**src/ppu_pkg.sv**
```systemverilog
// ******************************
// Shared sizes, VRAM layout, register map and types of the tile PPU
// Built for one configuration only: 64x64 screen, 8x8 tiles, 4 palettes
// VRAM word addresses, 256 words of 16 bits
// ******************************

package ppu_pkg;

    // Sizes
    localparam int VRAM_AW  = 8;   // 256 VRAM words
    localparam int VRAM_DW  = 16;
    localparam int SCREEN_W = 64;  // Width and height in pixels
    localparam int ROW_AW   = 6;   // Row RAM address
    localparam int PIX_W    = 4;   // {palette, colour index}
    localparam int COLOR_W  = 12;
    localparam int PAL_AW   = 4;   // 16 palette colours
    localparam int SCROLL_W = 6;

    // VRAM regions
    localparam logic [VRAM_AW-1:0] MAP_BASE = 8'h00;  // 8x8 map entries
    localparam logic [VRAM_AW-1:0] PAT_BASE = 8'h40;  // 16 tiles x 8 rows
    localparam logic [VRAM_AW-1:0] PAL_BASE = 8'hC0;  // 4 palettes x 4 colours

    // Control registers
    localparam int REG_AW = 2;
    localparam logic [REG_AW-1:0] REG_HSCROLL = 2'd0;
    localparam logic [REG_AW-1:0] REG_VSCROLL = 2'd1;
    localparam logic [REG_AW-1:0] REG_COMMIT  = 2'd2;  // Bit 0 marks the frame ready

    // One VRAM word, seen as map entry or as pattern row
    typedef union packed {
        struct packed {
            logic [1:0] palette;
            logic [9:0] unused;
            logic [3:0] tile;
        } map;
        logic [0:7][1:0] px;  // px[0] is the leftmost pixel, in the top pair
    } vram_word_u;

    // Frame controller states
    typedef enum logic [1:0] {
        SYNC,  // CPU bank being copied into PPU bank
        DISP,  // Renderer owns PPU bank, CPU owns its own bank
        LATE   // No commit in time, old picture kept
    } ppu_state_e;

endpackage : ppu_pkg

```
**src/vram_if.sv**
```systemverilog
// ******************************
// VRAM access port, one per bank user
// Read data returns one cycle after the address
// The user side drives address and write strobes
// ******************************

interface vram_if;
    import ppu_pkg::*;

    logic [VRAM_AW-1:0] addr;
    logic               wren;
    logic [VRAM_DW-1:0] wrdata;
    logic [VRAM_DW-1:0] rddata;  // Registered in the bank

    modport user (
        output addr,
        output wren,
        output wrdata,
        input  rddata
    );

    modport mem (
        input  addr,
        input  wren,
        input  wrdata,
        output rddata
    );

endinterface : vram_if

```
**src/vram_sync_writer.sv**
```systemverilog
// ******************************
// Copies all 256 words of the CPU bank into the PPU bank
// Starts on a one-cycle sync_start pulse, busy rises on the next cycle
// Read of word n overlaps the write of word n-1, so busy lasts 257 cycles
// A new sync_start while busy is not allowed
// ******************************

module vram_sync_writer (
    input  logic clk,
    input  logic rst_n,
    input  logic sync_start,
    output logic busy,
    vram_if.user src_bus,
    vram_if.user dst_bus
);
    import ppu_pkg::*;

    logic [VRAM_AW:0] cnt;  // One extra bit for the final write cycle

    always_ff @(posedge clk or negedge rst_n) begin
        if (!rst_n) begin
            busy <= 1'b0;
            cnt  <= '0;
        end else if (sync_start) begin
            busy <= 1'b1;
            cnt  <= '0;
        end else if (busy) begin
            if (cnt == (VRAM_AW+1)'(2**VRAM_AW)) begin
                busy <= 1'b0;  // Last word written this cycle
                cnt  <= '0;
            end else begin
                cnt <= cnt + 1'b1;
            end
        end
    end

    // Source side only reads
    assign src_bus.addr   = cnt[VRAM_AW-1:0];
    assign src_bus.wren   = 1'b0;
    assign src_bus.wrdata = '0;

    // Destination lags the source by one cycle
    assign dst_bus.addr   = VRAM_AW'(cnt - 1'b1);
    assign dst_bus.wren   = busy && (cnt != '0);
    assign dst_bus.wrdata = src_bus.rddata;  // Word read last cycle

    // Copy may not be restarted halfway
    a_no_restart : assert property (
        @(posedge clk) disable iff (!rst_n)
        busy |-> !sync_start
    );

endmodule : vram_sync_writer

```
**src/flat_wrapper.sv**
```systemverilog
// flat-port wrapper written by rule: the top's interface ports become plain ports
module vram_sync_writer_flat import ppu_pkg::*;
  (clk, rst_n, sync_start, busy, src_bus_addr, src_bus_wren, src_bus_wrdata, src_bus_rddata, dst_bus_addr, dst_bus_wren, dst_bus_wrdata, dst_bus_rddata);
  vram_if src_bus_i ();
  vram_if dst_bus_i ();
  input  logic clk;
  input  logic rst_n;
  input  logic sync_start;
  output logic busy;
  output wire logic [$bits(src_bus_i.addr)-1:0] src_bus_addr;
  output wire logic [$bits(src_bus_i.wren)-1:0] src_bus_wren;
  output wire logic [$bits(src_bus_i.wrdata)-1:0] src_bus_wrdata;
  input wire logic [$bits(src_bus_i.rddata)-1:0] src_bus_rddata;
  output wire logic [$bits(dst_bus_i.addr)-1:0] dst_bus_addr;
  output wire logic [$bits(dst_bus_i.wren)-1:0] dst_bus_wren;
  output wire logic [$bits(dst_bus_i.wrdata)-1:0] dst_bus_wrdata;
  input wire logic [$bits(dst_bus_i.rddata)-1:0] dst_bus_rddata;
  assign src_bus_addr = src_bus_i.addr;
  assign src_bus_wren = src_bus_i.wren;
  assign src_bus_wrdata = src_bus_i.wrdata;
  assign src_bus_i.rddata = src_bus_rddata;
  assign dst_bus_addr = dst_bus_i.addr;
  assign dst_bus_wren = dst_bus_i.wren;
  assign dst_bus_wrdata = dst_bus_i.wrdata;
  assign dst_bus_i.rddata = dst_bus_rddata;
  vram_sync_writer u_core (.clk(clk), .rst_n(rst_n), .sync_start(sync_start), .busy(busy), .src_bus(src_bus_i), .dst_bus(dst_bus_i));
endmodule
```
**config.mk**
```make
export PLATFORM = sky130hd
export DESIGN_NAME = vram_sync_writer_flat
export DESIGN_NICKNAME = d
export VERILOG_FILES = /design/src/ppu_pkg.sv /design/src/vram_if.sv /design/src/vram_sync_writer.sv /design/src/flat_wrapper.sv
export SDC_FILE = /design/constraint.sdc
export NUM_CORES = 1
export LEC_CHECK = 0
export ABC_AREA = 1
export BUFFER_PORTS_ARGS = -buffer_cell sky130_fd_sc_hd__buf_2
export CAP_MARGIN = 20
export CORE_UTILIZATION = 35
export CTS_BUF_LIST = sky130_fd_sc_hd__clkbuf_4
export DETAILED_ROUTE_END_ITERATION = 7
export GPL_TIMING_DRIVEN = 1
export PLACE_DENSITY = 0.78
export SYNTH_ARGS = -nofsm -noshare
export SYNTH_HDL_FRONTEND = slang
export SYNTH_SLANG_ARGS = --single-unit
```
**constraint.sdc**
```tcl
create_clock -name clk -period 1.3 [get_ports clk]
set_input_delay 0 -clock clk [delete_from_list [all_inputs] [get_ports clk]]
set_output_delay 0 -clock clk [all_outputs]
set_load 0.01 [all_outputs]
```
==> impl_results.md, run 1 <==
- Worst hold path type: primary input to output port
- R2R Path End: u_core.cnt[3]
- Antenna violations before repair: 0
- Drc violations: 0
- Die W: 55.85 µm
- Hold Startpoint: src_bus_rddata[12]
- Max-Cap Viols: 0
- Worst-path cell chain: inv_2 > nand3_2 > nor2_4 > nand3_2 > nor2_1 > a21oi_1 > buf_2
- Num ports: 86
- RSZ-0062 raised after global routing: true
- Final setup violating endpoints: 7
- Flops & latches, synth: 10
- Clock sinks: 10
- LEAKAGE: around 0.65 nW
- CP max-delay cell: dfrtp_1
- Period Utilization, post-route: 111.0%
- WL per Instance: 10.91 µm
- Root Driver: clkbuf_4
- IO buf count: 20
- Die area: slightly above 3000 µm²
- Setup TNS: -765.8 ps
- CP arrival: about 1400 ps
- Mapped Cells: 139
- Via count: between 800 and 900
- R2R depth: 7
- Critical Path Start Type: register
- Min-Delay Endpoint: dst_bus_wrdata[12]
- FMAX: between 600 and 700 MHz
- HPWL after DPL: between 1000 and 1500 µm
- DR vias/cell: 4.529
- Synthesized area: slightly above 1000 µm²
- Final count of pins violating max slew: 0
- Seq/Total Area, Yosys: roughly a quarter
- Syn avg cell area: 7.300 µm²
- Netlist cell types: 19
- Peak supply drop: between 0.3 and 0.4 mV
- CP max stage delay: between 400 and 500 ps
- Final worst setup slack: -142.4 ps
- Setup CP Type: register to output port
- Core area: approximately 2800 µm²
- Final Hold Vio Count: 0
- Initial Util: 36.80%
- Crit-path most repeated cell: nand3_2
- Nets: about 200
- First-pass GRT wire length: about 3300 µm
- Largest net degree at the start of global routing: 11
- CTS H-tree lvls: 1
- Largest fanout on the critical path: 4
- Crit. End Element: output port
- First-pass DRT Iterations: 4
- Outcome: finished with violations
- Place WS: -58.64 ps
- Fraction of layout cells with a size suffix above 1: 41.25%
- Die height: 55.85 µm
- R2R Setup Slk: 10 ps
- Worst-Skew Late Latency: ~270 ps
- DR iter-0 viols: 27
- Final core occ: between 40% and 50%
- Violated checks: setup timing
- Cell row count: 19
- Clock Tree Buf Depth: 2
- CTS Buf Count: 3
- Placer Congestion: between 0.8 and 0.9
- Cell area power density: 742.2 nW/µm²
- Skew final: 5.747 ps
- Leading cell type in the layout, fill and taps excluded: nand2_1
- WHS Path Cells: 0
- Min Tclk post-route: 1442 ps
- Synthesis-to-layout area growth: 18.99%
- Most frequent cells in the layout: nand2_1, buf_4, buf_2, conb_1
- CTS tree: done
- Total gr overflow: 0
- Post-route antenna net violation count: 0
- Clk slew on worst S/H paths: approximately 70 ps
- Routed WL: 2084 µm
- Warnings from Yosys: 0
- Critical R2R Launch: u_core.cnt[1]
- Worst Path Required: approximately 1300 ps
- Number of global-route vias before repair: 755
- Diode count: 0
- Tot GR Track Use: around 13%
-- critical path, delay by kind of cell, from the launching register on --
family                 cells  cell delay [ps]
AOI/OAI and AO/OA          1               40
DFF                        1              410
and+or+nand+nor            4              470
buffers and inverters      2              250
-- registers in the layout, summed over array words and instances (netlist names) --
| register | cells |
|---|---|
| u_core.cnt | 9 |
| u_core.busy | 1 |
-- through the flow --
step	power [W]	cells	hold WS (ps)	cell area, µm²
floorplan	0.0005646	155	-295.6	1075
global placement	0.0005764	178	-122.6	1006
detailed placement	0.0005792	178	-118.3	1006
CTS	0.0008511	187	0.06862	1117
global route	0.0009509	191	0.01467	1207
finish	0.0008961	191	0.004449	1207
-- worst max-delay path by stage --
stage	start	to	depth (start not counted)
after global placement	u_core.cnt[0]	u_core.cnt[3]	7
final	u_core.cnt[1]	dst_bus_addr[7]	7
after floorplan	u_core.cnt[0]	u_core.cnt[0]	7
after detailed placement	u_core.cnt[0]	u_core.cnt[8]	7
after global routing	u_core.cnt[1]	dst_bus_addr[7]	7
after CTS	u_core.cnt[0]	dst_bus_addr[6]	6
-- synthesized netlist by cell type --
cell type / count / area share (%)
conb_1: 1 / 0.37
ha_1: 3 / 3.7
inv_1: 15 / 5.5
nor2_1: 13 / 4.8
dfrtp_1: 10 / 25
buf_4: 41 / 30
xor2_1: 6 / 5.2
nand4_1: 3 / 1.8
nand2_1: 23 / 8.5
xnor2_1: 1 / 0.86
buf_2: 1 / 0.49
o211ai_1: 1 / 0.74
nor2_2: 2 / 1.2
a31oi_1: 1 / 0.62
a21oi_1: 1 / 0.49
o21ai_0: 1 / 0.49
o21bai_1: 5 / 3.7
nand3_2: 2 / 2.0
nand3_1: 9 / 4.4
-- timing repair --
item | in CTS | in global routing
gates resized for setup | 14 | 12
setup buffers | 6 | 5
setup endpoints to repair | 12 | 17
pin swaps | 10 | 6
hold buffers | 1 | 0
hold endpoints to repair | 10 | 0
-- cell families after synthesis --
family	after synthesis	synth area share, %
adder cells (fa/ha/maj)	3	3.700
AO/OA/AOI/OAI	9	6.042
buffers and inverters	57	36.37
other	1	0.3696
XOR/XNOR	7	6.042
AND/OR/NAND/NOR	52	22.81
flip-flops	10	24.66
-- where the power goes --
part	internal [W]	switching, W
logic	0.000165	0.000181
registers	0.000319	0.00000661
clock network	0.000111	0.000114
total	0.000594	0.000302
-- final cells by class --
type	instances	area (µm²)
Multi-Input combinational cell	88	550.5
Clock inverter	1	3.754
Tap cell	31	38.79
Fill cell	276	1550
Clock buffer	3	22.52
Inverter	15	56.30
Sequential cell	10	250.2
Timing Repair Buffer	43	285.3
-- layer usage --
| metal | vias up | global-route usage [%] | share of wire (%) |
|---|---|---|---|
| met2 | 33 | 23.41 | 53 |
| li1 | 416 | - | - |
| met1 | 414 | 15.87 | 42 |
| met3 | 2 | 1.628 | 4.7 |
| met5 | - | 0 | 0 |
| met4 | 0 | 7.666 | 0.096 |
(Power assumes the default switching activity.)
==> run 2: changes to the inputs <==
Settings changed: CORE_UTILIZATION 35 to 39, PLACE_DENSITY 0.78 to 0.86.
==> run 2 against run 1 <==
  * The run still ends with setup timing left
  * Combinational power shrank 4%
  * Die area shrank 9.9%
  * Final cell count shrank 1.6%
  * Clock skew grew 4.2 ps
  * Global-route usage grew 3.3 points
  * Worst setup slack gained 20 ps
  * Final area shrank 0.31%
  * Register-to-register slack gained 40 ps
  * Critical endpoint is now dst_bus_addr[4]
==> impl_results.md, run 2 (synthesized netlist as in run 1, its figures left out) <==
- WL per Instance: 11.54 µm (+5.7%)
- Max reg flops: 9 (unchanged)
- Final count of pins violating max slew: 0 (unchanged)
- Clock Tree Buf Depth: 2 (unchanged)
- Fraction of layout cells with a size suffix above 1: 41.77% (+0.52 points)
- Final worst setup slack: -122.8 ps (+19.66 ps)
- Peak supply drop: 0.4405 mV (+20%)
- Max-Cap Viols: 0 (unchanged)
- Number of global-route vias before repair: 775 (+2.6%)
- Power, Total: 0.0008870 W (-1.0%)
- Top Registers: u_core.cnt x9, u_core.busy x1
- Crit. End Element: output port
- Most frequent cells in the layout: nand2_1, buf_2, buf_4, conb_1, inv_1
- Hold Startpoint: src_bus_rddata[12]
- Leading cell type in the layout, fill and taps excluded: nand2_1
- Drc violations: 0 (unchanged)
- Largest reg by FF count: u_core.cnt
- CTS tree: done
- Synthesis-to-layout area growth: 18.62%
- Min Tclk post-route: 1423 ps (-19.67 ps)
- HPWL after DPL: 1381 µm (-4.7%)
- DR vias/cell: 4.660 (+2.9%)
- Clock sinks: 10 (unchanged)
- CTS H-tree lvls: 1 (unchanged)
- Diode count: 0 (unchanged)
- Worst hold path type: primary input to output port
- Setup TNS: -603.0 ps (+162.8 ps)
- Tot GR Track Use: 16.72% (+3.3 points)
- Cell area power density: 736.9 nW/µm² (-0.71%)
- Final setup violating endpoints: 6 (-1)
- Setup CP Type: register to output port
- Total gr overflow: 0 (unchanged)
- First-pass DRT Iterations: 4 (unchanged)
- Via count: 876 (+1.3%)
- FMAX: 702.9 MHz (+1.4%)
- Die height: 53.01 µm (-5.1%)
- Period Utilization, post-route: 109.4% (-1.5 points)
- Antenna violations before repair: 0 (unchanged)
- Num ports: 86 (unchanged)
- CTS Buf Count: 3 (unchanged)
- CP arrival: 1420 ps (-20 ps)
- R2R depth: 7 (unchanged)
- R2R Path End: u_core.cnt[2]
- Routed WL: 2169 µm (+4.1%)
- Placed cell count: 179 (+0.56%)
- Placed instance area: 1020 µm² (+1.4%)
- Final Hold Vio Count: 0 (unchanged)
- Min-Delay Endpoint: dst_bus_wrdata[12]
- Cell row count: 18 (-1)
- Placer Congestion: 0.8086 (-1.3%)
- Largest net degree at the start of global routing: 11 (unchanged)
- Die area: 2810 µm² (-9.9%)
- Clk slew on worst S/H paths: 80 ps (about the same)
- R2R Setup Slk: 50 ps (+40 ps)
- Core area: 2477 µm² (-10%)
- Outcome: finished with violations
- First-pass GRT wire length: 3277 µm (+0.21%)
- Largest fanout on the critical path: 4 (unchanged)
- Skew final: 9.982 ps (+4.235 ps)
- LEAKAGE: 0.6455 nW (-0.91%)
- Die W: 53.01 µm (-5.1%)
- Final core occ: 48.59% (+4.8 points)
- Fin area: 1204 µm² (-0.31%)
- Root Driver: clkbuf_4
- Violated checks: setup timing
- Fill cell count: 239 (-13%)
- RSZ-0062 raised after global routing: true
- Nets: 197 (-1.0%)
- Worst Path Required: 1300 ps (about the same)
- Critical R2R Launch: u_core.cnt[1]
- Fin cells: 188 (-1.6%)
- Post-route antenna net violation count: 0 (unchanged)
- Critical Path Start Type: register
- DR iter-0 viols: 14 (-48%)
- IO buf count: 20 (unchanged)
- Worst-Skew Late Latency: 280 ps (about the same)
- WHS Path Cells: 0 (unchanged)
- Initial Util: 40.96% (+4.2 points)
## run 2: repair_timing
item	4_1_cts	5_1_grt
hold buffers	1	0
endpoints found under the setup margin	11	16
resized for setup	16	14
pin swaps	7	6
setup buffers	4	2
endpoints found under the hold margin	10	0
## run 2: power by group
part	total, W	internal, W	leakage, nW	switching [W]
clock	0.000232	0.000111	0.0154	0.000121
combinational	0.000331	0.000151	0.500	0.000180
sequential	0.000324	0.000319	0.130	0.00000531
## run 2: worst max path at each step
stage               slack, ps          start  depth (start not counted)         endpoint
floorplan                  20  u_core.cnt[0]                          7    u_core.cnt[0]
global placement         -0.9  u_core.cnt[0]                          7    u_core.cnt[3]
detailed placement        -30  u_core.cnt[0]                          7    u_core.cnt[2]
CTS                      -130  u_core.cnt[0]                          6  dst_bus_addr[6]
global route             -210  u_core.cnt[0]                          6  dst_bus_addr[6]
finish                   -120  u_core.cnt[1]                          6  dst_bus_addr[4]
## run 2: metrics by stage
stage	setup slack, ps	hold slack (ps)
after floorplan	24.04	-295.6
after global placement	-0.8963	-124.0
after detailed placement	-33.02	-124.1
after CTS	-133.9	0.06862
after global routing	-214.6	0.01506
final	-122.8	0.003754
## run 2: critical path, stage by stage, from the launching register on
cell	delay, ps
dfrtp_1	400
inv_2	120
ha_4	160
nand3_4	90
buf_6	130
xor2_1	120
buf_2	130
## run 2: cell type report
type | count | area [µm²] | area share (%)
well taps | 30 | 37.54 | 3.119
multi-input cells | 88 | 558.0 | 46.36
repair buffers | 41 | 274.0 | 22.77
flip-flops and latches | 10 | 251.5 | 20.89
inverters | 15 | 56.30 | 4.678
clock inverters | 1 | 3.754 | 0.3119
clock buffers | 3 | 22.52 | 1.871
## run 2: metal layers
layer	share of wire [%]	global-route usage [%]
met5	0	0
met4	3.0	10.96
met3	7.9	2.874
met2	51	31.43
met1	38	16.46
