File: src/ppu_pkg.sv
// ******************************
// Shared sizes, VRAM layout, register map and types of the tile PPU
// Built for one configuration only: 64x64 screen, 8x8 tiles, 4 palettes
// VRAM word addresses, 256 words of 16 bits
// ******************************

package ppu_pkg;

    // Sizes
    localparam int VRAM_AW  = 8;   // 256 VRAM words
    localparam int VRAM_DW  = 16;
    localparam int SCREEN_W = 64;  // Width and height in pixels
    localparam int ROW_AW   = 6;   // Row RAM address
    localparam int PIX_W    = 4;   // {palette, colour index}
    localparam int COLOR_W  = 12;
    localparam int PAL_AW   = 4;   // 16 palette colours
    localparam int SCROLL_W = 6;

    // VRAM regions
    localparam logic [VRAM_AW-1:0] MAP_BASE = 8'h00;  // 8x8 map entries
    localparam logic [VRAM_AW-1:0] PAT_BASE = 8'h40;  // 16 tiles x 8 rows
    localparam logic [VRAM_AW-1:0] PAL_BASE = 8'hC0;  // 4 palettes x 4 colours

    // Control registers
    localparam int REG_AW = 2;
    localparam logic [REG_AW-1:0] REG_HSCROLL = 2'd0;
    localparam logic [REG_AW-1:0] REG_VSCROLL = 2'd1;
    localparam logic [REG_AW-1:0] REG_COMMIT  = 2'd2;  // Bit 0 marks the frame ready

    // One VRAM word, seen as map entry or as pattern row
    typedef union packed {
        struct packed {
            logic [1:0] palette;
            logic [9:0] unused;
            logic [3:0] tile;
        } map;
        logic [0:7][1:0] px;  // px[0] is the leftmost pixel, in the top pair
    } vram_word_u;

    // Frame controller states
    typedef enum logic [1:0] {
        SYNC,  // CPU bank being copied into PPU bank
        DISP,  // Renderer owns PPU bank, CPU owns its own bank
        LATE   // No commit in time, old picture kept
    } ppu_state_e;

endpackage : ppu_pkg

File: src/vram_if.sv
// ******************************
// VRAM access port, one per bank user
// Read data returns one cycle after the address
// The user side drives address and write strobes
// ******************************

interface vram_if;
    import ppu_pkg::*;

    logic [VRAM_AW-1:0] addr;
    logic               wren;
    logic [VRAM_DW-1:0] wrdata;
    logic [VRAM_DW-1:0] rddata;  // Registered in the bank

    modport user (
        output addr,
        output wren,
        output wrdata,
        input  rddata
    );

    modport mem (
        input  addr,
        input  wren,
        input  wrdata,
        output rddata
    );

endinterface : vram_if

File: src/vram_interconnect.sv
// ******************************
// Bank ownership switch, purely combinational
// During a copy: CPU writes dropped, renderer reads zero
// Otherwise CPU strobes own the CPU bank, renderer owns the PPU bank
// ******************************

module vram_interconnect (
    input  logic                         sync_active,
    input  logic                         cpu_wren,
    input  logic [ppu_pkg::VRAM_AW-1:0]  cpu_wraddr,
    input  logic [ppu_pkg::VRAM_DW-1:0]  cpu_wrdata,
    vram_if.user                         cpu_bus,
    vram_if.user                         ppu_bus,
    vram_if.mem                          vsw_c_bus,
    vram_if.mem                          vsw_p_bus,
    vram_if.mem                          ren_bus
);

    always_comb begin
        if (sync_active) begin
            // Sync writer reads the CPU bank
            cpu_bus.addr       = vsw_c_bus.addr;
            cpu_bus.wren       = vsw_c_bus.wren;
            cpu_bus.wrdata     = vsw_c_bus.wrdata;
            vsw_c_bus.rddata   = cpu_bus.rddata;
            // Sync writer fills the PPU bank
            ppu_bus.addr       = vsw_p_bus.addr;
            ppu_bus.wren       = vsw_p_bus.wren;
            ppu_bus.wrdata     = vsw_p_bus.wrdata;
            vsw_p_bus.rddata   = ppu_bus.rddata;
            ren_bus.rddata     = '0;  // Renderer sees blank words
        end else begin
            // CPU has write-only access
            cpu_bus.addr       = cpu_wraddr;
            cpu_bus.wren       = cpu_wren;
            cpu_bus.wrdata     = cpu_wrdata;
            vsw_c_bus.rddata   = '0;
            // Renderer reads the PPU bank
            ppu_bus.addr       = ren_bus.addr;
            ppu_bus.wren       = ren_bus.wren;
            ppu_bus.wrdata     = ren_bus.wrdata;
            ren_bus.rddata     = ppu_bus.rddata;
            vsw_p_bus.rddata   = '0;
        end
    end

endmodule : vram_interconnect

File: src/flat_wrapper.sv
// flat-port wrapper written by rule: the top's interface ports become plain ports
module vram_interconnect_flat 
  (sync_active, cpu_wren, cpu_wraddr, cpu_wrdata, cpu_bus_addr, cpu_bus_wren, cpu_bus_wrdata, cpu_bus_rddata, ppu_bus_addr, ppu_bus_wren, ppu_bus_wrdata, ppu_bus_rddata, vsw_c_bus_addr, vsw_c_bus_wren, vsw_c_bus_wrdata, vsw_c_bus_rddata, vsw_p_bus_addr, vsw_p_bus_wren, vsw_p_bus_wrdata, vsw_p_bus_rddata, ren_bus_addr, ren_bus_wren, ren_bus_wrdata, ren_bus_rddata);
  vram_if cpu_bus_i ();
  vram_if ppu_bus_i ();
  vram_if vsw_c_bus_i ();
  vram_if vsw_p_bus_i ();
  vram_if ren_bus_i ();
  input  logic sync_active;
  input  logic cpu_wren;
  input  logic [ppu_pkg::VRAM_AW-1:0] cpu_wraddr;
  input  logic [ppu_pkg::VRAM_DW-1:0] cpu_wrdata;
  output wire logic [$bits(cpu_bus_i.addr)-1:0] cpu_bus_addr;
  output wire logic [$bits(cpu_bus_i.wren)-1:0] cpu_bus_wren;
  output wire logic [$bits(cpu_bus_i.wrdata)-1:0] cpu_bus_wrdata;
  input wire logic [$bits(cpu_bus_i.rddata)-1:0] cpu_bus_rddata;
  output wire logic [$bits(ppu_bus_i.addr)-1:0] ppu_bus_addr;
  output wire logic [$bits(ppu_bus_i.wren)-1:0] ppu_bus_wren;
  output wire logic [$bits(ppu_bus_i.wrdata)-1:0] ppu_bus_wrdata;
  input wire logic [$bits(ppu_bus_i.rddata)-1:0] ppu_bus_rddata;
  input wire logic [$bits(vsw_c_bus_i.addr)-1:0] vsw_c_bus_addr;
  input wire logic [$bits(vsw_c_bus_i.wren)-1:0] vsw_c_bus_wren;
  input wire logic [$bits(vsw_c_bus_i.wrdata)-1:0] vsw_c_bus_wrdata;
  output wire logic [$bits(vsw_c_bus_i.rddata)-1:0] vsw_c_bus_rddata;
  input wire logic [$bits(vsw_p_bus_i.addr)-1:0] vsw_p_bus_addr;
  input wire logic [$bits(vsw_p_bus_i.wren)-1:0] vsw_p_bus_wren;
  input wire logic [$bits(vsw_p_bus_i.wrdata)-1:0] vsw_p_bus_wrdata;
  output wire logic [$bits(vsw_p_bus_i.rddata)-1:0] vsw_p_bus_rddata;
  input wire logic [$bits(ren_bus_i.addr)-1:0] ren_bus_addr;
  input wire logic [$bits(ren_bus_i.wren)-1:0] ren_bus_wren;
  input wire logic [$bits(ren_bus_i.wrdata)-1:0] ren_bus_wrdata;
  output wire logic [$bits(ren_bus_i.rddata)-1:0] ren_bus_rddata;
  assign cpu_bus_addr = cpu_bus_i.addr;
  assign cpu_bus_wren = cpu_bus_i.wren;
  assign cpu_bus_wrdata = cpu_bus_i.wrdata;
  assign cpu_bus_i.rddata = cpu_bus_rddata;
  assign ppu_bus_addr = ppu_bus_i.addr;
  assign ppu_bus_wren = ppu_bus_i.wren;
  assign ppu_bus_wrdata = ppu_bus_i.wrdata;
  assign ppu_bus_i.rddata = ppu_bus_rddata;
  assign vsw_c_bus_i.addr = vsw_c_bus_addr;
  assign vsw_c_bus_i.wren = vsw_c_bus_wren;
  assign vsw_c_bus_i.wrdata = vsw_c_bus_wrdata;
  assign vsw_c_bus_rddata = vsw_c_bus_i.rddata;
  assign vsw_p_bus_i.addr = vsw_p_bus_addr;
  assign vsw_p_bus_i.wren = vsw_p_bus_wren;
  assign vsw_p_bus_i.wrdata = vsw_p_bus_wrdata;
  assign vsw_p_bus_rddata = vsw_p_bus_i.rddata;
  assign ren_bus_i.addr = ren_bus_addr;
  assign ren_bus_i.wren = ren_bus_wren;
  assign ren_bus_i.wrdata = ren_bus_wrdata;
  assign ren_bus_rddata = ren_bus_i.rddata;
  vram_interconnect u_core (.sync_active(sync_active), .cpu_wren(cpu_wren), .cpu_wraddr(cpu_wraddr), .cpu_wrdata(cpu_wrdata), .cpu_bus(cpu_bus_i), .ppu_bus(ppu_bus_i), .vsw_c_bus(vsw_c_bus_i), .vsw_p_bus(vsw_p_bus_i), .ren_bus(ren_bus_i));
endmodule
File: config.mk
export PLATFORM = sky130hd
export DESIGN_NAME = vram_interconnect_flat
export DESIGN_NICKNAME = d
export VERILOG_FILES = /design/src/ppu_pkg.sv /design/src/vram_if.sv /design/src/vram_interconnect.sv /design/src/flat_wrapper.sv
export SDC_FILE = /design/constraint.sdc
export NUM_CORES = 1
export LEC_CHECK = 0
export BUFFER_PORTS_ARGS = -buffer_cell sky130_fd_sc_hd__buf_4
export CAP_MARGIN = 20
export CORE_AREA = 2 2 89 91
export DETAILED_ROUTE_END_ITERATION = 8
export DIE_AREA = 0 0 91 93
export PLACE_DENSITY_LB_ADDON = 0.2
export SLEW_MARGIN = 0
export SYNTH_ARGS = -nofsm -noshare
export SYNTH_HDL_FRONTEND = slang
export SYNTH_SLANG_ARGS = --single-unit
File: constraint.sdc
create_clock -name vclk -period 0.8
set_clock_uncertainty 0.05 [all_clocks]
set_input_delay 0 -clock vclk [all_inputs]
set_output_delay 0 -clock vclk [all_outputs]
set_load 0.01 [all_outputs]
==> flow_summary_export.csv, run 1 <==
group,metric,value,unit
hold_path,timing.hold.worst.class,"primary input to output port",
routing,detail_route.first_pass.iterations,2,
global_routing,gr-total-overflow,0,
pwr,ir_worst_vdd,0.000139,V
final_layout,multi_input_area,0.00106,mm2
final_layout,filler_instances,725,
timing,timing_max_transition_violations_final,0,
outcome,status,"completed",
logic_synthesis,synth_area_per_cell,10.5,um2
timing,fin_crit_sh,98.5,%
die,floorplan.initialDensity,15.3,%
timing,clock.fmax,1270,MHz
final_layout,antenna_cells_inserted,0,
setup_path,criticalPathCategory,"primary input to output port",
global_routing,wire_length_of_the_first_global_routing_pass,8360,um
logic_synthesis,synth_top_area_share,62.7,%
final_layout,area.growth.synth_to_final,188,%
die,rows,32,
global_routing,pin_count_of_the_biggest_net_entering_global_routing,29,
logic_synthesis,synth.top_cells.by_count,"sky130_fd_sc_hd__mux2_4 (48), sky130_fd_sc_hd__and2_1 (32), sky130_fd_sc_hd__nor2b_1 (16), sky130_fd_sc_hd__buf_6 (8)",
global_routing,globalRouteTotalUtil,12.1,%
setup_path,timing.critical_path.from_type,"primary input",
final_layout,flops_and_latches,0,
routing,detailroute.wirelength.met3,481,um
routing,drcViolationCount,0,
routing,drtAntennaViolNets,0,
timing,timing_hold_violations_final,0,
logic_synthesis,most_common_cell_in_the_netlist,"sky130_fd_sc_hd__mux2_4",
clock_tree,hold_buffers,0,
logic_synthesis,mappedNetlistNets,242,
logic_synthesis,ys_seq_area_share,0,%
global_routing,grt_antenna_before_repair,0,
die,fp.coreArea,0.00753,mm2
final_layout,nets,474,
timing,rsz0062_at_grt,"yes",
clock_tree,cts_post_setup_buffers_inserted,0,
setup_path,path_max_fanout,14,
die,die_width,91,um
pwr,total_power,0.00198,W
logic_synthesis,yosysUniqueCellTypes,7,
setup_path,worst_ep_arrival_time,0.74,ns
timing,tightest_slew,0.0975,ns
logic_synthesis,netlist_top_cells_area,"sky130_fd_sc_hd__mux2_4 (63%), sky130_fd_sc_hd__and2_1 (17%), sky130_fd_sc_hd__nor2b_1 (8.7%)",
final_layout,fraction_of_layout_instances_using_a_drive_strength_above_1,87.3,%
timing,setup_total_negative_slack,0,ns
routing,drt-wirelength-per-cell,14.2,um
setup_path,cp_data_required_time,0.75,ns
routing,detailedRoute.firstIterationViolations,7,
routing,routed-via-count,1650,
timing,setup_viol_count_final,0,
timing,fin_crit,0.788,ns
placed_design,io_buffer_count,231,
die,design.portCount,231,
global_routing,vias_in_the_first_global_route,1566,
pwr,power.static_leakage,1.82,nW
pwr,p_per_area,599,mW/mm2
timing,relSlewSlack,93.5,%
die,fp.dieH,93,um
routing,wl_met1,2210,um
final_layout,layout.area.seq,0,um2
final_layout,clkbuf_count,0,
routing,sum_of_routed_wire_length_over_all_layers,6260,um
routing,met2WireLength,3540,um
logic_synthesis,mappedNetlistArea,0.00115,mm2
job,max-cap-violations,0,
placed_design,detailed_place_hpwl,5230,um
placed_design,gp_congestion,0.765,
logic_synthesis,yosys_top_cell_by_area,"sky130_fd_sc_hd__mux2_4",
die,dieArea,0.00846,mm2
timing,hold-worst-slack,0.238,ns
routing,top_layer_used,"met4",
logic_synthesis,synth.yosys.warnings,0,
setup_path,endpoint_kind,"output port",
routing,post_drt_via_cell_ratio,3.74,
logic_synthesis,postSynthCellCount,109,
==> placed cells by master, fill, tap and decap left out, drive strengths merged <==
master,n
clkbuf,1
mux2,50
buf,240
nor2b,16
and2,32
==> power by group <==
part / internal, W / switching [W] / total (W)
sequential: 0 / 0 / 0
clock: 0 / 0 / 0
combinational: 0.00135 / 0.000630 / 0.00198
==> area by class of cell <==
class              instances  area share [%]
repair buffers           241            64.0
multi-input cells         98            32.1
well taps                102            3.86
==> per-stage QoR <==
step	setup slack (ns)	instances	util [%]	cell area, um2
global route	-0.0136	441	44.0	3310
floorplan	0.153	109	-	1150
finish	0.0121	441	44.0	3310
CTS	-0.00653	440	41.4	3110
global placement	-0.0616	437	39.9	3000
detailed placement	-0.0627	437	39.9	3000
==> kinds of logic after synthesis <==
family,synth area share (%)
muxes,64.7
buffers and inverters,9.15
and+or+nand+nor,26.1
==> per-layer routing <==
| metal | up-vias | track usage [%] |
|---|---|---|
| li1 | 829 | - |
| met1 | 716 | 13.7 |
| met2 | 103 | 24.7 |
| met3 | 2 | 1.93 |
| met4 | 0 | 0.505 |
| met5 | - | 0 |
==> timing repair <==
| action | in CTS | in global routing |
|---|---|---|
| resized for setup | 10 | 46 |
| cloned | 3 | 1 |
| pin swaps | 0 | 0 |
| setup endpoints to repair | 66 | 49 |
| endpoints found under the hold margin | 0 | 0 |
==> critical path: stages <==
cell and delay, ns:
sky130_fd_sc_hd__buf_16 0.13, sky130_fd_sc_hd__buf_16 0.16, sky130_fd_sc_hd__clkbuf_16 0.17, sky130_fd_sc_hd__and2_1 0.13, sky130_fd_sc_hd__buf_4 0.14
==> final timing paths <==
check               start              endpoint  cells past startpoint
max           sync_active  vsw_p_bus_rddata[14]                      5
min    cpu_bus_rddata[10]  vsw_c_bus_rddata[10]                      3
Power figures use the tool's default switching activity.
==> inputs of run 2 (changes only) <==
- ABC_AREA: not set -> 1
==> run 2 against run 1 <==
Effect of this change: critical path depth is 1 higher; clock-buffer cell count did not move; combinational power fell by 19%; design area decreased by 14%; hold slack lost 0.026 ns; sequential share of layout area stayed put; global-route usage fell by 0.84 points; final cell count up 33%; non-clock buffer count down 5.
==> flow_summary_export.csv, run 2 <==
group,metric,value,unit
outcome,status,"completed",
placed_design,io_buffer_count,231,
timing,clock.fmax,1350,MHz
timing,setup_viol_count_final,0,
placed_design,detailedPlace.worstSlack,-0.108,ns
global_routing,vias_in_the_first_global_route,1923,
setup_path,cp_cell_sequence,"buf_4 > inv_2 > buf_12 > nand2_1 > nand2_1 > buf_4",
global_routing,gr-total-overflow,0,
routing,drt-wirelength-per-cell,9.43,um
timing,finalWorstSetupSlack,0.0568,ns
final_layout,filler_instances,844,
global_routing,grt_antenna_before_repair,0,
clock_tree,cts_post_setup_buffers_inserted,0,
placed_design,gp_congestion,0.747,
final_layout,area.growth.synth_to_final,169,%
setup_path,timing.critical_path.from_type,"primary input",
routing,detail_route.first_pass.iterations,4,
pwr,comb_power_share,100.0,%
die,rows,32,
routing,routed-via-count,2180,
pwr,total_power,0.00161,W
setup_path,timing.critical_path.max_delay_family,"buffers and inverters",
routing,drcViolationCount,0,
setup_path,path_max_fanout,34,
timing,fin_crit,0.743,ns
setup_path,endpoint_kind,"output port",
logic_synthesis,mappedNetlistNets,396,
logic_synthesis,yosysUniqueCellTypes,6,
clock_tree,post_cts.resized_instances,1,
logic_synthesis,mappedNetlistArea,0.00106,mm2
die,dieArea,0.00846,mm2
die,floorplan.initialDensity,14.1,%
job,max-cap-violations,0,
final_layout,layout.area.seq,0,um2
final_layout,leading_cell_type_in_the_layout_fill_and_taps_excluded,"sky130_fd_sc_hd__buf_4",
pwr,p_per_area,563,mW/mm2
setup_path,cp_data_required_time,0.75,ns
hold_path,timing.hold.worst.class,"primary input to output port",
logic_synthesis,netlist_top_cells_area,"sky130_fd_sc_hd__nand2_1 (64%), sky130_fd_sc_hd__inv_1 (17%), sky130_fd_sc_hd__buf_6 (9.5%)",
timing,rsz0062_at_grt,"yes",
setup_path,critical_path.endpoint,"cpu_bus_wrdata[9]",
routing,post_drt_via_cell_ratio,3.73,
global_routing,wire_length_of_the_first_global_routing_pass,8350,um
logic_synthesis,yosys_top_cell_by_area,"sky130_fd_sc_hd__nand2_1",
logic_synthesis,synth.yosys.warnings,0,
setup_path,timing.critical_path.buf_inv,4,
global_routing,globalRouteTotalUtil,11.3,%
timing,fin_crit_sh,92.9,%
die,die_width,91,um
timing,timing_hold_violations_final,0,
final_layout,fraction_of_layout_instances_using_a_drive_strength_above_1,49.3,%
pwr,p_seq_share,0,%
clock_tree,hold_buffers,0,
logic_synthesis,synth_top_area_share,64.2,%
pwr,ir_worst_vdd,0.000198,V
timing,timing_max_transition_violations_final,0,
pwr,clockPowerShare,0,%
final_layout,mostFrequentLayoutCells,"sky130_fd_sc_hd__buf_4 (233), sky130_fd_sc_hd__nand2_1 (181), sky130_fd_sc_hd__inv_1 (48), sky130_fd_sc_hd__nor2_1 (16), sky130_fd_sc_hd__buf_12 (2)",
final_layout,nets,618,
global_routing,pin_count_of_the_biggest_net_entering_global_routing,53,
die,fp.coreArea,0.00753,mm2
hold_path,hold_path_startpoint,"cpu_bus_rddata[1]",
pwr,power.static_leakage,2.05,nW
setup_path,timing.critical_path.slowest_stage_cell,"sky130_fd_sc_hd__buf_12",
final_layout,antenna_cells_inserted,0,
setup_path,critical_path_cell_count,6,
logic_synthesis,synth.top_cells.by_count,"sky130_fd_sc_hd__nand2_1 (182), sky130_fd_sc_hd__inv_1 (48), sky130_fd_sc_hd__nor2_1 (16), sky130_fd_sc_hd__buf_6 (9), sky130_fd_sc_hd__buf_2 (7)",
timing,tightest_slew,0.241,ns
routing,detailedRoute.firstIterationViolations,26,
hold_path,whs_path_depth,4,
die,fp.dieH,93,um
timing,relSlewSlack,83.9,%
setup_path,worst_setup_path_startpoint,"sync_active",
placed_design,detailed_place_hpwl,4740,um
die,design.portCount,231,
logic_synthesis,postSynthCellCount,263,
setup_path,criticalPathCategory,"primary input to output port",
final_layout,clkbuf_count,0,
routing,drtAntennaViolNets,0,
setup_path,crit_path_max_incr_delay,0.19,ns
final_layout,flops_and_latches,0,
routing,sum_of_routed_wire_length_over_all_layers,5520,um
logic_synthesis,synth_area_per_cell,4.04,um2
pwr,cellInternalPower,0.000945,W
setup_path,worst_ep_arrival_time,0.69,ns
pwr,swShare,41.2,%
final_layout,final_core_util,38.0,%
logic_synthesis,ys_seq_area_share,0,%
pwr,switching_power,0.000663,W
logic_synthesis,most_common_cell_in_the_netlist,"sky130_fd_sc_hd__nand2_1",
==> run 2: logic make-up (layout without fill, tap and decap cells) <==
group         Yosys count  count (layout)  synth area share (%)
buf+inv                65             285                  30.1
simple gates          198             198                  69.9
==> run 2: worst min path at each step <==
stage,to,slack (ns)
6_report,vsw_c_bus_rddata[1],0.21
5_1_grt,vsw_c_bus_rddata[10],0.23
4_1_cts,vsw_c_bus_rddata[13],0.21
3_5_place_dp,vsw_c_bus_rddata[13],0.21
3_3_place_gp,vsw_c_bus_rddata[14],0.21
2_1_floorplan,ren_bus_rddata[0],0.03
==> run 2: stage by stage <==
stage / instances / instance area (um2) / TNS, ns / hold slack [ns]
detailed placement: 585 / 2840 / -3.42 / 0.213
global route: 585 / 2860 / -0.109 / 0.228
global placement: 585 / 2840 / -3.12 / 0.209
floorplan: 263 / 1060 / 0 / 0.0332
CTS: 585 / 2840 / 0 / 0.213
finish: 585 / 2860 / 0 / 0.212
==> run 2: power by group through the flow <==
stage / Sequential (W) / Clock, W / Combinational, W
3_3_place_gp: 0 / 0 / 0.00161
5_1_grt: 0 / 0 / 0.00177
2_1_floorplan: 0 / 0 / 0.000598
3_5_place_dp: 0 / 0 / 0.00162
4_1_cts: 0 / 0 / 0.00162
6_report: 0 / 0 / 0.00161
==> run 2: area by class of cell <==
cell class,instances,area (um2),share of cell area [%]
well taps,102,128,4.47
multi-input cells,198,746,26.1
repair buffers,236,1800,63.0
inverters,49,184,6.44
==> run 2: metal layers <==
metal	part of all wire (%)	up-vias	track usage, %
li1	-	1164	-
met1	33	874	10.9
met2	53	138	23.5
met3	13	4	3.87
met4	0.80	0	1.01
met5	0	-	0
