File: src/ppu_pkg.sv
// ******************************
// Shared sizes, VRAM layout, register map and types of the tile PPU
// Built for one configuration only: 64x64 screen, 8x8 tiles, 4 palettes
// VRAM word addresses, 256 words of 16 bits
// ******************************

package ppu_pkg;

    // Sizes
    localparam int VRAM_AW  = 8;   // 256 VRAM words
    localparam int VRAM_DW  = 16;
    localparam int SCREEN_W = 64;  // Width and height in pixels
    localparam int ROW_AW   = 6;   // Row RAM address
    localparam int PIX_W    = 4;   // {palette, colour index}
    localparam int COLOR_W  = 12;
    localparam int PAL_AW   = 4;   // 16 palette colours
    localparam int SCROLL_W = 6;

    // VRAM regions
    localparam logic [VRAM_AW-1:0] MAP_BASE = 8'h00;  // 8x8 map entries
    localparam logic [VRAM_AW-1:0] PAT_BASE = 8'h40;  // 16 tiles x 8 rows
    localparam logic [VRAM_AW-1:0] PAL_BASE = 8'hC0;  // 4 palettes x 4 colours

    // Control registers
    localparam int REG_AW = 2;
    localparam logic [REG_AW-1:0] REG_HSCROLL = 2'd0;
    localparam logic [REG_AW-1:0] REG_VSCROLL = 2'd1;
    localparam logic [REG_AW-1:0] REG_COMMIT  = 2'd2;  // Bit 0 marks the frame ready

    // One VRAM word, seen as map entry or as pattern row
    typedef union packed {
        struct packed {
            logic [1:0] palette;
            logic [9:0] unused;
            logic [3:0] tile;
        } map;
        logic [0:7][1:0] px;  // px[0] is the leftmost pixel, in the top pair
    } vram_word_u;

    // Frame controller states
    typedef enum logic [1:0] {
        SYNC,  // CPU bank being copied into PPU bank
        DISP,  // Renderer owns PPU bank, CPU owns its own bank
        LATE   // No commit in time, old picture kept
    } ppu_state_e;

endpackage : ppu_pkg

File: src/ppu_ctrl_regs.sv
// ******************************
// Scroll registers and frame commit flag
// Scroll writes land in shadows, live values load on sync_start
// Commit (bit 0 of REG_COMMIT) holds until the next sync_start
// sync_start wins over a commit in the same cycle
// ******************************

module ppu_ctrl_regs (
    input  logic                          clk,
    input  logic                          rst_n,
    input  logic                          reg_wren,
    input  logic [ppu_pkg::REG_AW-1:0]    reg_addr,
    input  logic [ppu_pkg::SCROLL_W-1:0]  reg_wrdata,
    input  logic                          sync_start,
    output logic [ppu_pkg::SCROLL_W-1:0]  hscroll,
    output logic [ppu_pkg::SCROLL_W-1:0]  vscroll,
    output logic                          frame_ready
);
    import ppu_pkg::*;

    logic [SCROLL_W-1:0] shadow_h;
    logic [SCROLL_W-1:0] shadow_v;

    always_ff @(posedge clk or negedge rst_n) begin
        if (!rst_n) begin
            shadow_h    <= '0;
            shadow_v    <= '0;
            hscroll     <= '0;
            vscroll     <= '0;
            frame_ready <= 1'b0;
        end else begin
            if (reg_wren) begin
                case (reg_addr)
                    REG_HSCROLL: shadow_h <= reg_wrdata;
                    REG_VSCROLL: shadow_v <= reg_wrdata;
                    REG_COMMIT:  if (reg_wrdata[0]) frame_ready <= 1'b1;
                    default: ;  // Unmapped address ignored
                endcase
            end
            if (sync_start) begin
                hscroll     <= shadow_h;  // Takes effect with the new copy
                vscroll     <= shadow_v;
                frame_ready <= 1'b0;      // Frame consumed by the copy
            end
        end
    end

endmodule : ppu_ctrl_regs

File: config.mk
export PLATFORM = sky130hd
export DESIGN_NAME = ppu_ctrl_regs
export DESIGN_NICKNAME = d
export VERILOG_FILES = /design/src/ppu_pkg.sv /design/src/ppu_ctrl_regs.sv
export SDC_FILE = /design/constraint.sdc
export NUM_CORES = 1
export LEC_CHECK = 0
export BUFFER_PORTS_ARGS = -buffer_cell sky130_fd_sc_hd__buf_4
export CELL_PAD_IN_SITES_DETAIL_PLACEMENT = 2
export CELL_PAD_IN_SITES_GLOBAL_PLACEMENT = 2
export CORE_MARGIN = 2
export CORE_UTILIZATION = 35
export CTS_CLUSTER_SIZE = 10
export DETAILED_ROUTE_END_ITERATION = 16
export HOLD_SLACK_MARGIN = 0.03
export PLACE_DENSITY_LB_ADDON = 0.1
export SLEW_MARGIN = 20
export SYNTH_ARGS = -nofsm -noshare
export SYNTH_HDL_FRONTEND = slang
export SYNTH_SLANG_ARGS = --single-unit
File: constraint.sdc
create_clock -name clk -period 0.95 [get_ports clk]
set_clock_uncertainty 0.05 [all_clocks]
set_input_delay 0.0475 -clock clk [delete_from_list [all_inputs] [get_ports clk]]
set_output_delay 0.0475 -clock clk [all_outputs]
set_load 0.05 [all_outputs]
==> flow_metrics.env, run 1 <==
export IMPL_setup_slack_ns=-0.0654
export IMPL_final_cell_mix="21 x mux2_2, 16 x buf_4, 15 x buf_6, 13 x dfrtp_1, 12 x dfrtp_2"
export IMPL_cp_required_ns=0.85
export IMPL_die_h_um=56.1
export IMPL_rows=18
export IMPL_design_area_mm2=0.00143
export IMPL_p_per_area_mw_per_mm2=2190
export IMPL_numCtsBuffers=3
export IMPL_min_from="sync_start"
export IMPL_crit_family="flip-flops"
export IMPL_synth_compound_area_share_pct=0.528
export IMPL_start_util_pct=37.6
export IMPL_grt_antenna_before_repair=0
export IMPL_min_period_ns=1.02
export IMPL_critPathMaxStageDelay_ns=0.45
export IMPL_grt_pass1_wl_mm=3.77
export IMPL_ir_worst_vdd_mv=1.35
export IMPL_synth_fa_ha_area_share_pct=0
export IMPL_drtAntennaViolNets=0
export IMPL_synth_area_mux_share_pct=28.5
export IMPL_finalSetupViolations=18
export IMPL_fin_nets=113
export IMPL_place_gp_congestion=0.646
export IMPL_rsz0062_at_grt="yes"
export IMPL_clkLatencyLatePin_ns=0.31
export IMPL_totalWireLength_mm=2.41
export IMPL_diodes=0
export IMPL_grt_max_degree=26
export IMPL_wire_per_inst_um=18.5
export IMPL_critPathArrivalTime_ns=0.92
export IMPL_cts_tree="yes"
export IMPL_violations="negative setup slack"
export IMPL_area_growth_pct=51.1
export IMPL_fmax_ghz=0.985
export IMPL_critical_path_reg2reg_startpoint="hscroll[4]"
export IMPL_post_route_period_util_pct=107
export IMPL_dpl_instance_area_mm2=0.00119
export IMPL_overflow=0
export IMPL_grt_pass1_vias=732
export IMPL_power_switching_w=0.00111
export IMPL_dieArea_mm2=0.00314
export IMPL_start_kind="register"
export IMPL_slew_headroom_pct=78.6
export IMPL_final_common_cell="mux2_2"
export IMPL_crit_chain="buf_6"
export IMPL_ys_warn_count=0
export IMPL_leakagePower_nw=0.640
export IMPL_num_vias=631
export IMPL_crit_fanout=2
export IMPL_synthXorXnorAreaFrac_pct=0
export IMPL_drive_gt1_share_pct=72.0
export IMPL_critical_path_endpoint_type="output pin"
export IMPL_syn_cell_area_um2=948
export IMPL_ff2ff_path_depth=2
export IMPL_r2r_end="hscroll[4]"
export IMPL_hold_path_endpoint="vscroll[5]"
export IMPL_clockRootBuffer="clkbuf_4"
export IMPL_ys_seq_elements=25
export IMPL_syn_num_nets=67
export IMPL_viasPerCell=4.85
export IMPL_tightest_slew_ns=0.320
export IMPL_synth_avg_cell_area_um2=17.2
export IMPL_switching_share_pct=35.3
export IMPL_clk_pin_slew_ns=0.14
export IMPL_pwr_share_seq_pct=46.3
export IMPL_dp_final_hpwl_mm=1.25
export IMPL_grtUsageTotal_pct=15.5
export IMPL_synth_simple_area_share_pct=4.09
export IMPL_status="finished, violations left"
export IMPL_cts_max_level=1
export IMPL_fp_dieW_um=56.1
export IMPL_port_buffers=24
export IMPL_drcViolationCount=0
export IMPL_first_pass_iters=2
export IMPL_yosysSeqAreaShare_pct=66.0
export IMPL_intPower_w=0.00203
export IMPL_p_total_w=0.00314
export IMPL_fp_coreArea_mm2=0.00252
export IMPL_critPathSlowestCell="dfrtp_2"
export IMPL_min_path_cells=2
export IMPL_synth_top_family_by_area="multiplexers"
export IMPL_drtIter0Drc=9
export IMPL_cts_sinks=25
export IMPL_path_buf_inv=1
export IMPL_p_clk_share_pct=15.1
export IMPL_pwr_share_comb_pct=38.7
export IMPL_io_pins=25
export IMPL_clk_path_buf_depth=2
export IMPL_max_cap_violations=0
export IMPL_synth_cell_type_count=8
export IMPL_hold_violations=0
export IMPL_hold_path_class="input port to register"
export IMPL_syn_inst=55
export IMPL_finalMaxSlewViolations=0
export IMPL_regToRegSetupSlack_ns=-0.03
export IMPL_criticalPathCategory="register to output pin"
-- cells in the mapped netlist --
cell type,number,area (um^2)
dfrtp_1,25,626
inv_1,1,3.75
mux2_2,24,270
a21oi_1,1,5.00
nand3b_2,1,11.3
nor3b_4,1,18.8
buf_2,1,5.00
nand4b_1,1,8.76
-- sequential cells by signal, summed over array words and instances, names as in the netlist --
| name | flops |
|---|---|
| hscroll | 6 |
| shadow_h | 6 |
| shadow_v | 6 |
| vscroll | 6 |
| frame_ready | 1 |
-- area by class of cell --
cell class | instances | area (um^2)
Tap cell | 30 | 37.5
Timing Repair Buffer | 42 | 399
Inverter | 1 | 3.75
Multi-Input combinational cell | 28 | 325
Sequential cell | 25 | 641
Clock buffer | 4 | 26.3
Fill cell | 229 | 1090
-- worst max-delay path by stage --
stage,to,slack [ns],depth (start not counted),from
detailed placement,shadow_h[3],-0.08,4,reg_addr[1]
floorplan,hscroll[0],-0.002,1,hscroll[0]
finish,vscroll[4],-0.07,1,vscroll[4]
global placement,shadow_h[2],-0.07,4,reg_addr[1]
global route,hscroll[4],-0.10,1,hscroll[4]
CTS,hscroll[5],-0.06,1,hscroll[5]
-- per-stage QoR --
step | setup WS [ns] | std cells | utilization, % | TNS (ns) | hold slack [ns]
6_report | -0.0654 | 130 | 56.8 | -0.689 | 0.102
3_5_place_dp | -0.0788 | 110 | 47.2 | -0.677 | -0.0819
2_1_floorplan | -0.00223 | 55 | - | -0.0267 | -0.298
4_1_cts | -0.0552 | 128 | 55.5 | -0.693 | 0.0779
5_1_grt | -0.104 | 130 | 56.8 | -1.45 | 0.0876
3_3_place_gp | -0.0662 | 110 | 47.2 | -0.652 | -0.0811
-- power by group through the flow --
| stage | clock [W] | sequential [W] | combinational, W |
|---|---|---|---|
| 2_1_floorplan | 0 | 0.00186 | 0.000223 |
| 3_3_place_gp | 0 | 0.00143 | 0.000964 |
| 3_5_place_dp | 0 | 0.00144 | 0.000980 |
| 4_1_cts | 0.000484 | 0.00144 | 0.00114 |
| 5_1_grt | 0.000541 | 0.00149 | 0.00127 |
| 6_report | 0.000473 | 0.00145 | 0.00121 |
-- kinds of logic (layout without fill, tap and decap cells) --
family	Yosys count	after routing
AO/OA/AOI/OAI	1	1
flip-flops	25	25
AND/OR/NAND/NOR	3	3
multiplexers	24	24
buffers and inverters	2	47
-- layer usage --
metal | track usage (%) | part of all wire [%] | vias up
li1 | - | - | 287
met1 | 22.4 | 46 | 329
met2 | 24.2 | 52 | 15
met3 | 2.33 | 2.4 | 0
met4 | 4.08 | 0 | 0
met5 | 0 | 0 | -
-- repair_timing --
| action | in CTS | in global routing |
|---|---|---|
| gates resized for setup | 13 | 5 |
| hold buffers | 11 | 0 |
| buffers inserted | 3 | 2 |
| setup endpoints to repair | 13 | 16 |
| endpoints found under the hold margin | 38 | 0 |
Power figures use the tool's default switching activity.
==> run 2, diff against run 1 <==
--- a/config.mk
+++ b/config.mk
@@ -9,7 +9,7 @@
 export CELL_PAD_IN_SITES_DETAIL_PLACEMENT = 2
 export CELL_PAD_IN_SITES_GLOBAL_PLACEMENT = 2
 export CORE_MARGIN = 2
-export CORE_UTILIZATION = 35
+export CORE_UTILIZATION = 37
 export CTS_CLUSTER_SIZE = 10
 export DETAILED_ROUTE_END_ITERATION = 16
 export HOLD_SLACK_MARGIN = 0.03
==> constraint.sdc (replaced) <==
create_clock -name clk -period 1.2 [get_ports clk]
set_clock_uncertainty 0.05 [all_clocks]
set_input_delay 0.06 -clock clk [delete_from_list [all_inputs] [get_ports clk]]
set_output_delay 0.06 -clock clk [all_outputs]
set_load 0.05 [all_outputs]
==> run 2 against run 1 <==
The run now ends clean. Critical path depth unchanged. Clock-buffer cell count down 1. Highest routed layer is now met4. Non-clock buffer count down 7. Register-to-register slack better by 0.38 ns. Setup slack better by 0.21 ns. Largest cell class unchanged. Largest power group unchanged. Flip-flop and latch count unchanged. Sequential power down 23%.
==> flow_metrics.env, run 2 (synthesis results as in run 1) <==
export IMPL_critPathSlowestCell="dfrtp_1"
export IMPL_fp_dieW_um=54.6
export IMPL_grt_max_degree=26
export IMPL_area_growth_pct=36.9
export IMPL_post_route_period_util_pct=87.9
export IMPL_num_vias=597
export IMPL_status="completed"
export IMPL_grt_pass1_vias=656
export IMPL_tightest_slew_ns=0.361
export IMPL_numCtsBuffers=3
export IMPL_fp_coreArea_mm2=0.00245
export IMPL_dp_final_hpwl_mm=1.33
export IMPL_whs_ns=0.0901
export IMPL_viasPerCell=4.85
export IMPL_cts_max_level=1
export IMPL_finalSetupTns_ns=0
export IMPL_cp_depth=1
export IMPL_critical_path_endpoint_type="output pin"
export IMPL_hold_path_class="input port to register"
export IMPL_dieArea_mm2=0.00298
export IMPL_fmax_ghz=0.948
export IMPL_drcViolationCount=0
export IMPL_first_pass_iters=4
export IMPL_final_common_cell="dfrtp_1"
export IMPL_max_cap_violations=0
export IMPL_drtAntennaViolNets=0
export IMPL_finalMaxSlewViolations=0
export IMPL_clk_pin_slew_ns=0.14
export IMPL_p_per_area_mw_per_mm2=1760
export IMPL_diodes=0
export IMPL_critPathMaxStageDelay_ns=0.42
export IMPL_grt_antenna_before_repair=0
export IMPL_die_h_um=54.6
export IMPL_cts_resized=0
export IMPL_hold_violations=0
export IMPL_place_gp_congestion=0.644
export IMPL_min_path_cells=3
export IMPL_io_pins=25
export IMPL_crit_fanout=2
export IMPL_clockRootBuffer="clkbuf_4"
export IMPL_criticalPathCategory="register to output pin"
export IMPL_ir_worst_vdd_mv=1.28
export IMPL_min_period_ns=1.05
export IMPL_crit_family="flip-flops"
export IMPL_overflow=0
export IMPL_finalSetupViolations=0
export IMPL_drive_gt1_share_pct=58.1
export IMPL_grtUsageTotal_pct=17.4
export IMPL_wire_per_inst_um=18.1
export IMPL_rows=18
export IMPL_totalWireLength_mm=2.22
export IMPL_start_kind="register"
export IMPL_cts_tree="yes"
export IMPL_clk_path_buf_depth=2
export IMPL_fin_nets=106
export IMPL_ff2ff_path_depth=1
export IMPL_cts_sinks=25
export IMPL_path_buf_inv=1
export IMPL_drtIter0Drc=2
export IMPL_crit_chain="buf_4"
export IMPL_nFillCells=247
export IMPL_cp_required_ns=1.09
export IMPL_clkLatencyLatePin_ns=0.32
export IMPL_final_cell_mix="25 x dfrtp_1, 24 x mux2_2, 24 x buf_4, 11 x dlygate4sd3_1, 3 x clkbuf_4"
export IMPL_post_cts_setup_buffers=0
export IMPL_rsz0062_at_grt="no"
export IMPL_start_util_pct=38.6
export IMPL_slew_headroom_pct=75.9
export IMPL_grt_pass1_wl_mm=3.43
export IMPL_port_buffers=24
export IMPL_critPathArrivalTime_ns=0.94
export IMPL_leakagePower_nw=0.591
## run 2: repair_timing
action	in CTS	in global routing
endpoints found under the hold margin	38	0
hold buffers	11	0
setup endpoints to repair	0	0
## run 2: final cells by class
cell class | instances | area [um^2] | share of cell area, %
Clock buffer | 3 | 22.5 | 1.73
Timing Repair Buffer | 35 | 290 | 22.4
Clock inverter | 1 | 5.00 | 0.385
Inverter | 1 | 3.75 | 0.289
Tap cell | 30 | 37.5 | 2.89
Sequential cell | 25 | 626 | 48.2
Multi-Input combinational cell | 28 | 314 | 24.2
## run 2: worst paths after layout
check / startpoint / to / slack [ns]
setup / recovery: hscroll[5] / hscroll[5] / 0.15
hold reg to reg: shadow_v[3] / vscroll[3] / 0.47
setup reg to reg: hscroll[5] / hscroll[5] / 0.35
hold / removal: reg_addr[1] / shadow_h[1] / 0.09
max in group asynchronous: rst_n / shadow_v[1] / 0.74
min in group asynchronous: rst_n / hscroll[5] / 0.12
## run 2: report_power, final
part / leakage (nW) / internal, W / switching (W)
clock network: 0.0177 / 0.000125 / 0.000251
registers: 0.298 / 0.00101 / 0.0000943
logic: 0.275 / 0.000311 / 0.000494
total: 0.591 / 0.00145 / 0.000840
## run 2: layer usage
metal / share of wire, % / global-route usage [%] / wire [um] / up-vias
met3: 4.8 / 6.01 / 106 / 2
met5: 0 / 0 / 0 / -
met1: 39 / 20.5 / 866 / 309
met4: 0.67 / 5.00 / 15 / 0
met2: 56 / 29.6 / 1240 / 16
li1: - / - / - / 270
## run 2: per-stage QoR
step           instances  util (%)  total power [W]  setup slack [ns]  area, um^2
2_1_floorplan         55         -          0.00162             0.162         948
3_3_place_gp         108      47.3          0.00187             0.105        1160
3_5_place_dp         108      47.3          0.00190            0.0843        1160
4_1_cts              123      52.9          0.00231             0.133        1300
5_1_grt              123      52.9          0.00242            0.0924        1300
6_report             123      52.9          0.00229             0.145        1300
==> run 3, diff against run 2 <==
--- a/config.mk
+++ b/config.mk
@@ -5,6 +5,7 @@
 export SDC_FILE = /design/constraint.sdc
 export NUM_CORES = 1
 export LEC_CHECK = 0
+export ABC_CLOCK_PERIOD_IN_PS = 1200
 export BUFFER_PORTS_ARGS = -buffer_cell sky130_fd_sc_hd__buf_4
 export CELL_PAD_IN_SITES_DETAIL_PLACEMENT = 2
 export CELL_PAD_IN_SITES_GLOBAL_PLACEMENT = 2
@@ -13,7 +14,9 @@
 export CTS_CLUSTER_SIZE = 10
 export DETAILED_ROUTE_END_ITERATION = 16
 export HOLD_SLACK_MARGIN = 0.03
+export MAX_ROUTING_LAYER = met4
 export PLACE_DENSITY_LB_ADDON = 0.1
+export RECOVER_POWER = 100
 export SLEW_MARGIN = 20
 export SYNTH_ARGS = -nofsm -noshare
 export SYNTH_HDL_FRONTEND = slang
==> run 3 against run 2 <==
Critical path depth is the same. First-iteration DRC count did not move. Sequential power hardly changed.
==> flow_metrics.env, run 3 (synthesis results as in run 1) <==
export IMPL_cts_tree="yes"
export IMPL_finalSetupTns_ns=0
export IMPL_fin_nets=106
export IMPL_switching_share_pct=37.5
export IMPL_drive_gt1_share_pct=54.8
export IMPL_drtAntennaViolNets=0
export IMPL_critical_path_reg2reg_startpoint="shadow_v[0]"
export IMPL_min_from="reg_addr[1]"
export IMPL_io_pins=25
export IMPL_place_gp_congestion=0.650
export IMPL_pwr_share_seq_pct=49.7
export IMPL_post_route_period_util_pct=90.4
export IMPL_viasPerCell=4.85
export IMPL_grtUsageTotal_pct=17.8
export IMPL_final_cell_mix="25 x dfrtp_1, 23 x mux2_2, 11 x dlygate4sd3_1, 9 x buf_4"
export IMPL_tightest_slew_ns=0.614
export IMPL_die_h_um=54.6
export IMPL_p_per_area_mw_per_mm2=1760
export IMPL_status="completed"
export IMPL_pwr_share_comb_pct=33.5
export IMPL_start_util_pct=38.6
export IMPL_cts_sinks=25
export IMPL_diodes=0
export IMPL_clk_path_buf_depth=2
export IMPL_clockRootBuffer="clkbuf_4"
export IMPL_fp_dieW_um=54.6
export IMPL_dieArea_mm2=0.00298
export IMPL_ir_worst_vdd_mv=1.26
export IMPL_critPathMaxStageDelay_ns=0.38
export IMPL_cts_resized=0
export IMPL_hold_path_class="input port to register"
export IMPL_min_period_ns=1.09
export IMPL_numCtsBuffers=3
export IMPL_first_pass_iters=4
export IMPL_hold_violations=0
export IMPL_crit_family="flip-flops"
export IMPL_fp_coreArea_mm2=0.00245
export IMPL_criticalPathCategory="register to output pin"
export IMPL_cts_max_level=1
export IMPL_cp_required_ns=1.09
export IMPL_wire_per_inst_um=18.0
export IMPL_drtIter0Drc=2
export IMPL_clkLatencyLatePin_ns=0.32
export IMPL_final_core_util_pct=51.4
export IMPL_grt_pass1_wl_mm=3.42
export IMPL_power_switching_w=0.000834
export IMPL_overflow=0
export IMPL_cp_startpoint="vscroll[1]"
export IMPL_rows=18
export IMPL_grt_max_degree=26
export IMPL_dp_final_hpwl_mm=1.33
export IMPL_num_vias=596
export IMPL_crit_chain="clkbuf_2"
export IMPL_fmax_ghz=0.922
export IMPL_grt_antenna_before_repair=0
export IMPL_finalMaxSlewViolations=0
export IMPL_rsz0062_at_grt="no"
export IMPL_final_common_cell="dfrtp_1"
export IMPL_post_cts_setup_buffers=0
export IMPL_grt_pass1_vias=662
export IMPL_max_cap_violations=0
export IMPL_clk_pin_slew_ns=0.14
export IMPL_whs_ns=0.0958
export IMPL_p_clk_share_pct=16.8
export IMPL_nFillCells=250
export IMPL_critPathArrivalTime_ns=0.98
export IMPL_start_kind="register"
export IMPL_area_growth_pct=33.0
export IMPL_totalWireLength_mm=2.22
export IMPL_critPathSlowestCell="dfrtp_1"
export IMPL_intPower_w=0.00139
export IMPL_path_buf_inv=1
export IMPL_leakagePower_nw=0.575
export IMPL_drcViolationCount=0
export IMPL_critical_path_endpoint_type="output pin"
export IMPL_crit_fanout=2
export IMPL_finalSetupViolations=0
export IMPL_slew_headroom_pct=59.1
export IMPL_port_buffers=24
[run 3: cell type report]
class	count	area (um^2)	share of cell area [%]
sequential	25	626	49.6
multi-input combinational	28	314	24.9
timing repair buffer	35	253	20.0
tap	30	37.5	2.98
clock buffer	3	22.5	1.79
clock inverter	1	5.00	0.397
inverter	1	3.75	0.298
[run 3: layer usage]
layer	track usage (%)	part of all wire (%)
met4	5.00	0.68
met3	6.01	4.5
met1	20.3	40
met2	29.8	55
met5	-	0
[run 3: power by group through the flow]
stage / combinational (W) / clock (W) / sequential, W
after floorplan: 0.000176 / 0 / 0.00145
after global placement: 0.000758 / 0 / 0.00111
after detailed placement: 0.000776 / 0 / 0.00112
after CTS: 0.000803 / 0.000398 / 0.00111
after global routing: 0.000789 / 0.000433 / 0.00113
final: 0.000745 / 0.000374 / 0.00110
[run 3: final timing paths]
check,end,slack [ns],cells past startpoint
max,vscroll[1],0.11,1
min,shadow_h[1],0.1,3
max reg2reg,shadow_v[0],0.32,1
min reg2reg,vscroll[3],0.47,1
max in group asynchronous,vscroll[1],0.48,2
min in group asynchronous,hscroll[5],0.22,2
[run 3: repair_timing]
item                                    in CTS  in global routing
endpoints found under the setup margin       0                  0
hold buffers                                11                  0
endpoints found under the hold margin       38                  0
[run 3: stage by stage]
stage          setup WS, ns  cells  power [W]  cell area (um^2)
5_1_grt              0.0492    123    0.00236              1260
3_3_place_gp          0.105    108    0.00187              1160
2_1_floorplan         0.162     55    0.00162               948
3_5_place_dp         0.0843    108    0.00190              1160
6_report              0.115    123    0.00222              1260
4_1_cts               0.133    123    0.00231              1300
